## src/hdl/flash_pkg.sv

```systemverilog
/* Widths and constants for the serial flash prefetch path.
   Fast Read only, 24-bit byte addresses and 32-bit little-endian words. */

package flash_pkg;

    // Data path
    localparam int WORD_BITS = 32;               // One flash word
    localparam int ADDR_BITS = 24;               // Flash byte address

    // Fast Read transaction layout
    localparam logic [7:0] CMD_FAST_READ = 8'h0B;
    localparam int DUMMY_BITS = 8;               // Dummy clocks after the address
    localparam int HEADER_BITS = 8 + ADDR_BITS + DUMMY_BITS;   // 40 bits out on MOSI

    // Client request
    localparam int COUNT_BITS = 8;               // Words per start, 0 means nothing

    // Word buffer
    localparam int FIFO_DEPTH = 8;               // Must stay a power of two
    localparam int FIFO_LEVEL_BITS = 4;          // Holds 0 to FIFO_DEPTH

    typedef logic [WORD_BITS-1:0] word_t;

endpackage

```

## src/hdl/spi_flash_reader.sv

```systemverilog
/* Single Fast Read per request; the SPI clock is the gated inverse of i_clock.
   Request must drop after o_ready before the next transaction can start. */

module spi_flash_reader (
    input  logic                          i_clock,
    input  logic                          i_arst_n,
    input  logic                          i_request,
    input  logic [flash_pkg::ADDR_BITS-1:0] i_address,
    output flash_pkg::word_t              o_rdata,
    output logic                          o_ready,
    output logic                          o_spi_cs_n,
    output logic                          o_spi_clk,
    output logic                          o_spi_mosi,
    input  logic                          i_spi_miso
);
    import flash_pkg::*;

    typedef enum logic [2:0] {
        ST_IDLE,
        ST_SETUP,
        ST_HEADER,
        ST_DATA,
        ST_WAIT_LOW
    } state_t;

    state_t                 state;
    logic [HEADER_BITS-1:0] shift_reg;       // Opcode, address, dummy, MSB first
    logic [5:0]             bit_cnt;         // Counts up to HEADER_BITS-1
    word_t                  rx_data;         // MISO bits in arrival order

    // First byte received is the lowest address, it goes to the low byte
    assign o_rdata = {rx_data[7:0], rx_data[15:8], rx_data[23:16], rx_data[31:24]};

    assign o_spi_clk  = ~o_spi_cs_n & ~i_clock;  // Rises mid-cycle, falls on i_clock rise
    assign o_spi_mosi = shift_reg[HEADER_BITS-1];

    always_ff @(posedge i_clock or negedge i_arst_n) begin
        if (!i_arst_n) begin
            state      <= ST_IDLE;
            shift_reg  <= '0;
            bit_cnt    <= '0;
            o_ready    <= 1'b0;
            o_spi_cs_n <= 1'b1;
        end else begin
            o_ready <= 1'b0;                 // Single-cycle pulse
            case (state)
                ST_IDLE: begin
                    if (i_request) begin
                        shift_reg <= {CMD_FAST_READ, i_address, {DUMMY_BITS{1'b0}}};
                        state     <= ST_SETUP;
                    end
                end

                ST_SETUP: begin
                    o_spi_cs_n <= 1'b0;      // First bit already sits on MOSI
                    bit_cnt    <= '0;
                    state      <= ST_HEADER;
                end

                ST_HEADER: begin
                    shift_reg <= {shift_reg[HEADER_BITS-2:0], 1'b0};
                    bit_cnt   <= bit_cnt + 6'd1;
                    if (bit_cnt == 6'(HEADER_BITS - 1)) begin
                        bit_cnt <= '0;
                        state   <= ST_DATA;
                    end
                end

                ST_DATA: begin
                    bit_cnt <= bit_cnt + 6'd1;
                    if (bit_cnt == 6'(WORD_BITS - 1)) begin
                        o_spi_cs_n <= 1'b1;  // Ends the 72nd SPI clock
                        o_ready    <= 1'b1;
                        state      <= ST_WAIT_LOW;
                    end
                end

                ST_WAIT_LOW: begin
                    if (!i_request) begin
                        state <= ST_IDLE;
                    end
                end

                default: begin
                    state <= ST_IDLE;
                end
            endcase
        end
    end

    // Sampled on the i_clock rise, the flash updates MISO on the same edge's
    // preceding SPI fall, so the bit has been stable for a full cycle
    always_ff @(posedge i_clock) begin
        if (state == ST_DATA) begin
            rx_data <= {rx_data[WORD_BITS-2:0], i_spi_miso};
        end
    end

endmodule

```

## src/hdl/prefetch_sequencer.sv

```systemverilog
/* Walks a run of consecutive words, one reader request at a time.
   A start while busy is ignored; a zero count never raises busy. */

module prefetch_sequencer (
    input  logic                                i_clock,
    input  logic                                i_arst_n,
    input  logic                                i_start,
    input  logic [flash_pkg::ADDR_BITS-1:0]       i_base_addr,
    input  logic [flash_pkg::COUNT_BITS-1:0]      i_word_count,
    input  logic [flash_pkg::FIFO_LEVEL_BITS-1:0] i_level,
    input  logic                                i_ready,
    output logic                                o_request,
    output logic [flash_pkg::ADDR_BITS-1:0]       o_address,
    output logic                                o_busy
);
    import flash_pkg::*;

    logic [COUNT_BITS-1:0] remaining;        // Words still to be read
    logic                  fifo_room;

    // Only used while the request is low, so no word is in flight then
    assign fifo_room = i_level < FIFO_LEVEL_BITS'(FIFO_DEPTH);

    always_ff @(posedge i_clock or negedge i_arst_n) begin
        if (!i_arst_n) begin
            o_request <= 1'b0;
            o_address <= '0;
            o_busy    <= 1'b0;
            remaining <= '0;
        end else begin
            if (i_start && !o_busy) begin
                o_address <= i_base_addr;
                remaining <= i_word_count;
                o_busy    <= (i_word_count != '0);
            end else if (o_request) begin
                // Hold request and address until the reader returns the word
                if (i_ready) begin
                    o_request <= 1'b0;
                    o_address <= o_address + ADDR_BITS'(WORD_BITS / 8);
                    remaining <= remaining - COUNT_BITS'(1);
                    if (remaining == COUNT_BITS'(1)) begin
                        o_busy <= 1'b0;  // Last word is being pushed now
                    end
                end
            end else if (o_busy && fifo_room) begin
                o_request <= 1'b1;           // Level already counts the last push
            end
        end
    end

endmodule

```

## src/hdl/word_fifo.sv

```systemverilog
/* Circular buffer of flash words, depth must be a power of two.
   Push while full and pop while empty are dropped. */

module word_fifo (
    input  logic                                i_clock,
    input  logic                                i_arst_n,
    input  logic                                i_push,
    input  flash_pkg::word_t                    i_data,
    input  logic                                i_pop,
    output flash_pkg::word_t                    o_data,
    output logic                                o_empty,
    output logic [flash_pkg::FIFO_LEVEL_BITS-1:0] o_level
);
    import flash_pkg::*;

    word_t                         mem [FIFO_DEPTH];
    logic [$clog2(FIFO_DEPTH)-1:0] wr_ptr;   // Wraps on its own
    logic [$clog2(FIFO_DEPTH)-1:0] rd_ptr;
    logic                          full;
    logic                          do_push;
    logic                          do_pop;

    assign o_empty = (o_level == '0);
    assign full    = (o_level == FIFO_LEVEL_BITS'(FIFO_DEPTH));
    assign do_push = i_push & ~full;
    assign do_pop  = i_pop & ~o_empty;
    assign o_data  = mem[rd_ptr];            // Head entry

    always_ff @(posedge i_clock) begin
        if (do_push) begin
            mem[wr_ptr] <= i_data;
        end
    end

    always_ff @(posedge i_clock or negedge i_arst_n) begin
        if (!i_arst_n) begin
            wr_ptr  <= '0;
            rd_ptr  <= '0;
            o_level <= '0;
        end else begin
            if (do_push) begin
                wr_ptr <= wr_ptr + 1'b1;
            end
            if (do_pop) begin
                rd_ptr <= rd_ptr + 1'b1;
            end
            case ({do_push, do_pop})
                2'b10:   o_level <= o_level + 1'b1;
                2'b01:   o_level <= o_level - 1'b1;
                default: o_level <= o_level;     // Both or neither
            endcase
        end
    end

endmodule

```

## src/hdl/flash_prefetch.sv

```systemverilog
/* Prefetches consecutive flash words into an 8-entry FIFO for the client.
   Pop only while o_empty is low; the first word arrives after a variable delay. */

module flash_prefetch (
    input  logic                           i_clock,
    input  logic                           i_arst_n,
    input  logic                           i_start,
    input  logic [flash_pkg::ADDR_BITS-1:0]  i_base_addr,
    input  logic [flash_pkg::COUNT_BITS-1:0] i_word_count,
    input  logic                           i_pop,
    output flash_pkg::word_t               o_word,
    output logic                           o_empty,
    output logic                           o_busy,
    output logic                           o_spi_cs_n,
    output logic                           o_spi_clk,
    output logic                           o_spi_mosi,
    input  logic                           i_spi_miso
);
    import flash_pkg::*;

    logic                       request;
    logic [ADDR_BITS-1:0]       address;
    logic                       ready;      // Also the FIFO push
    word_t                      rdata;
    logic [FIFO_LEVEL_BITS-1:0] level;

    prefetch_sequencer u_sequencer (
        .i_clock      (i_clock),
        .i_arst_n     (i_arst_n),
        .i_start      (i_start),
        .i_base_addr  (i_base_addr),
        .i_word_count (i_word_count),
        .i_level      (level),
        .i_ready      (ready),
        .o_request    (request),
        .o_address    (address),
        .o_busy       (o_busy)
    );

    spi_flash_reader u_reader (
        .i_clock    (i_clock),
        .i_arst_n   (i_arst_n),
        .i_request  (request),
        .i_address  (address),
        .o_rdata    (rdata),
        .o_ready    (ready),
        .o_spi_cs_n (o_spi_cs_n),
        .o_spi_clk  (o_spi_clk),
        .o_spi_mosi (o_spi_mosi),
        .i_spi_miso (i_spi_miso)
    );

    word_fifo u_fifo (
        .i_clock  (i_clock),
        .i_arst_n (i_arst_n),
        .i_push   (ready),
        .i_data   (rdata),
        .i_pop    (i_pop),
        .o_data   (o_word),
        .o_empty  (o_empty),
        .o_level  (level)
    );

endmodule

```

## config.mk

```make
export PLATFORM = sky130hd
export DESIGN_NAME = flash_prefetch
export DESIGN_NICKNAME = d
export VERILOG_FILES = /design/src/hdl/flash_pkg.sv /design/src/hdl/spi_flash_reader.sv /design/src/hdl/prefetch_sequencer.sv /design/src/hdl/word_fifo.sv /design/src/hdl/flash_prefetch.sv
export SDC_FILE = /design/constraint.sdc
export NUM_CORES = 1
export LEC_CHECK = 0
export ABC_AREA = 1
export BUFFER_PORTS_ARGS = -buffer_cell sky130_fd_sc_hd__buf_2
export CORE_UTILIZATION = 38
export DETAILED_ROUTE_END_ITERATION = 12
export HOLD_SLACK_MARGIN = 0.12
export PLACE_DENSITY_LB_ADDON = 0.25
export SYNTH_ARGS = -nofsm -noshare
export SYNTH_HDL_FRONTEND = slang
export SYNTH_SLANG_ARGS = --single-unit
```

## constraint.sdc

```tcl
create_clock -name i_clock -period 4.2 [get_ports i_clock]
set_input_delay 0.84 -clock i_clock [delete_from_list [all_inputs] [get_ports i_clock]]
set_output_delay 0.84 -clock i_clock [all_outputs]
set_load 0.05 [all_outputs]
```

# [Word-level counts from Yosys, hierarchy flattened]
# Memories as Yosys holds them, arrays and structs flattened.
# Index checks and enable logic that the tools add are counted.
[word_totals] regBits=127 ram_bits=256 inputBits=37 out_inout_bits=37 elab_cells=90 mem_count=1
[op_classes] addsub=7 n_lt_le_gt_ge=1 n_eq_ne=14 n_mux=29 n_bitwise=7 n_reduce_logical=18
[mem_list] memory="u_fifo.mem" depth=8 width=32 read_ports=1 rd_ports_with_merged_regs=0 wr=1 line="word_fifo.sv:16" text="word_t mem [FIFO_DEPTH];"
[ops] op="$pmux 40 s2" count=1
[ops] op="$mux 24" count=3
[ops] op="$mux 40" count=1
[ops] op="$add 24x3->24 const B" count=1
[ops] op="$mux 8" count=3
[ops] op="$pmux 6 s3" count=1
[ops] op="$pmux 3 s5" count=1
[ops] op="$mux 1" count=12
[ops] op="$mux 3" count=4
[ops] op="$reduce_bool 2->1" count=6
[ops] op="$eq 8x1->1 const B" count=1
[ops] op="$pmux 4 s2" count=1
[ops] op="$reduce_bool 8->1" count=1
[ops] op="$sub 8x1->8 const B" count=1
[ops] op="$add 3x1->3 const B" count=2
[ops] op="$add 6x1->6 const B" count=1
[ops] op="$eq 3x2->1 const B" count=2
[ops] op="$eq 6x5->1 const B" count=1
[ops] op="$eq 6x6->1 const B" count=1
[ops] op="$mux 6" count=1
[ops] op="$reduce_and 2->1" count=3
[ops] op="$add 4x1->4 const B" count=1
[ops] op="$eq 4x4->1 const B" count=1
[ops] op="$logic_not 4->1" count=1
[ops] op="other kinds (17)" count=25

# [Logic depth before layout (Yosys ltp)]
[depth] word_depth=5 depth_mapped=12 ltp_nobuf=12

# [Hierarchy]
# From an unflattened synthesis, not the netlist that was laid out.
[unflattened] cells_unflattened=1782 hier_area_um2=16901.2
[by_module_without_submodules] module="word_fifo" instances=1 cells_each=1188 area_each_um2=11636.2 seq_area_each_um2=7937.6
[by_module_without_submodules] module="spi_flash_reader" instances=1 cells_each=267 area_each_um2=2957.8 seq_area_each_um2=2038.2
[by_module_without_submodules] module="prefetch_sequencer" instances=1 cells_each=327 area_each_um2=2307.2 seq_area_each_um2=850.8

==> impl_metrics.ini <==
[cells_and_area]
drive_above_1_share = 0.1341
area_growth_pct = 15.15
fin_area_um2 = 17860
nets = 1491
nFillCells = 3721
antenna_cells = 0
largest_reg_flops = 256

[global_route]
use_met2 = 0.2810
use_met1 = 0.2184
gr-usage-all-layers = 0.1656
grt_max_degree = 96
grt_busiest_layer = met2
overflow = 0
grt_pass1_wl_mm = 53.96
grt_pass1_vias = 9954
antenna_found_initial = 0
grtUsageMet3 = 0.02806

[power]
ir_drop_mv = 0.3639
leakage_nw = 6.820
power.density_nw_per_um2 = 621.9

[logic_synthesis]
synthSimpleGateAreaFrac = 0.1415
synth_xor_area_frac = 0.009598
syn-cell-area_um2 = 15510
yosys.area.top_type = edfxtp_1
synthCells = 1370
synth_top_area_frac = 0.5575
synth_cell_types = 38
synthTopCellsByArea = edfxtp_1, dfrtp_1, nand2_1
yosysWarnings = 0
ys_seq_area_frac = 0.6979
syn_area_per_cell_um2 = 11.32
synth_fa_ha_area_frac = 0.008549
synth_top_family_by_area = simple AND/OR/NAND/NOR gates
synth_nets = 1417
synth_seq_cells = 375
synthMuxAreaShare = 0
synth_compound_area_frac = 0.1023

[floorplanning]
die-area_um2 = 41640
rows = 73
start_util = 0.3878
coreArea_um2 = 40010
die_y_um = 204.1
io-pin-count = 74
die_w_um = 204.1

[critical_path]
crit_path_frequent_cell = buf_4
cp.required_ns = 3.36
rrSetupSlack_ns = 1.63
slowest_delay_ns = 0.61
reg2reg_depth = 6
worstPathCellList = inv_2 -> buf_4 -> buf_4 -> a21oi_1 -> a31oi_1 -> buf_2
critical-path-slowest-cell = inv_2
reg2reg_to = u_reader.shift_reg[31]$_DFFE_PN0P_
arrival_ns = 2.95
crit_fanout = 38
r2r_start = u_reader.state[1]$_DFFE_PN0P_
cp-end-kind = output pin
worst_setup_path_start_kind = register
path_class = reg2out

[sta]
finalWorstPathRequiredPeriod_ns = 3.786
fmax_ghz = 0.2642
hold_viol = 0
setup_tns_ns = 0
timing.final.crit_share = 0.9013
fin_worst_skew_ns = 0.01740
relSlewSlack = 0.2820
worstMarginPinSlew_ns = 1.074
rsz0062_at_grt = false
slew_violations = 0
setup_viol = 0

[clock_network]
cts_tree = built
ctsResizeCount = 0
cts-hold-fix-buffers = 0
clk_latency_ns = 0.66
cts_setup_buffers = 0
clkSlewWorstSetupHoldPaths_ns = 0.06

[place]
placed_area_um2 = 16460
io_buffers = 73
hpwlAfterDp_mm = 19.77
place_congestion = 0.7552

[min_path]
worstHoldPathType = in2async

[route]
drt-initial-drc-count = 777
post_drt_via_cell_ratio = 5.033
wirelength_mm = 33.92
drc = 0
vias = 10072
drt_first_pass_iters = 5
wl_per_cell_um = 16.95
ant_nets = 0

[job]
maxCapViolations = 0

[outcome]
status = completed
==> cells in the mapped netlist (all sizes together) <==
library cell and instances:
edfxtp 288, nand2 249, nor2 224, o21ai 158, dfrtp 86, inv 73
a21oi 46, buf 44, nand3 41, a31oi 34, o22ai 23, clkbuf 22
nor3 19, xor2 13, o211ai 11, ha 9, o21bai 7, a22oi 4
nand4 4, xnor2 4, o221ai 3, nor4 2, a22o 1, clkinv 1
dfstp 1, fa 1, o311ai 1, or2 1
==> worst max-delay path by stage <==
stage | startpoint | end | slack (ns) | cells after the start
2_1_floorplan | i_clock | o_spi_clk | 0.61 | 1
3_3_place_gp | i_clock | o_spi_clk | 0.94 | 2
3_5_place_dp | i_clock | o_spi_clk | 0.94 | 2
4_1_cts | u_fifo.rd_ptr[1]$_DFFE_PN0P_ | o_word[13] | 0.40 | 6
5_1_grt | u_fifo.rd_ptr[1]$_DFFE_PN0P_ | o_word[13] | 0.31 | 6
6_report | u_fifo.rd_ptr[1]$_DFFE_PN0P_ | o_word[13] | 0.41 | 6
==> where the power goes <==
part | switching, mW | total, mW | internal, mW | leakage, nW
clock | 1.52 | 3.73 | 2.21 | 0.705
sequential | 0.115 | 4.12 | 4.00 | 3.80
combinational | 2.45 | 3.26 | 0.804 | 2.32
==> layer usage <==
| layer | vias up | part of all wire |
|---|---|---|
| li1 | 4930 | - |
| met1 | 4900 | 0.46 |
| met2 | 191 | 0.48 |
| met3 | 51 | 0.041 |
| met4 | 0 | 0.020 |
| met5 | - | 0 |
==> critical path, delay by kind of cell, from the launching register on <==
kind | cells | cell delay (ns)
buffers and inverters | 4 | 1.50
AO/OA/AOI/OAI | 2 | 0.26
flip-flops | 1 | 0.51
==> stage by stage <==
stage                     power (mW)  utilization  cells  hold slack [ns]  worst slack [ns]
final                          11.11       0.4466   2001           0.2013            0.4144
after global routing           11.66       0.4466   2001           0.2388            0.3092
after CTS                      11.25       0.4466   2001           0.2100            0.3966
after detailed placement       7.555       0.4114   1924           0.4719            0.9369
after global placement         7.537       0.4114   1924           0.4709            0.9369
after floorplan                6.664            -   1370           0.4436            0.6065
==> kinds of logic after synthesis <==
logic type,Yosys count
fa+ha+maj,10
compound gates,288
xor+xnor,17
flops,375
buf+inv,140
simple gates,540
==> cell type report <==
| cell class | count | area (um^2) | share of cell area |
|---|---|---|---|
| Tap cell | 525 | 656.9 | 0.03677 |
| Timing Repair Buffer | 94 | 553.0 | 0.03096 |
| Inverter | 74 | 279.0 | 0.01562 |
| Multi-Input combinational cell | 855 | 4131 | 0.2313 |
| Sequential cell | 375 | 10830 | 0.6063 |
| Clock buffer | 57 | 1200 | 0.06717 |
| Clock inverter | 21 | 212.7 | 0.01191 |
==> layout by cell type, fill, tap and decap left out, types with 6 or more instances in the layout <==
cell type	instances
nand2_1	241
a21oi_1	46
xor2_1	13
o21ai_1	15
nand2_2	8
o21ai_0	143
inv_1	68
clkbuf_16	43
o211ai_1	11
o21bai_1	7
o22ai_1	23
edfxtp_1	288
buf_4	21
dfrtp_1	84
clkbuf_1	6
buf_2	72
ha_1	9
clkbuf_8	7
nor2_4	12
nand3_1	39
a31oi_1	34
nor3_1	19
clkinv_2	11
nor2_1	208
No activity file was read; power rests on OpenSTA's default activity.
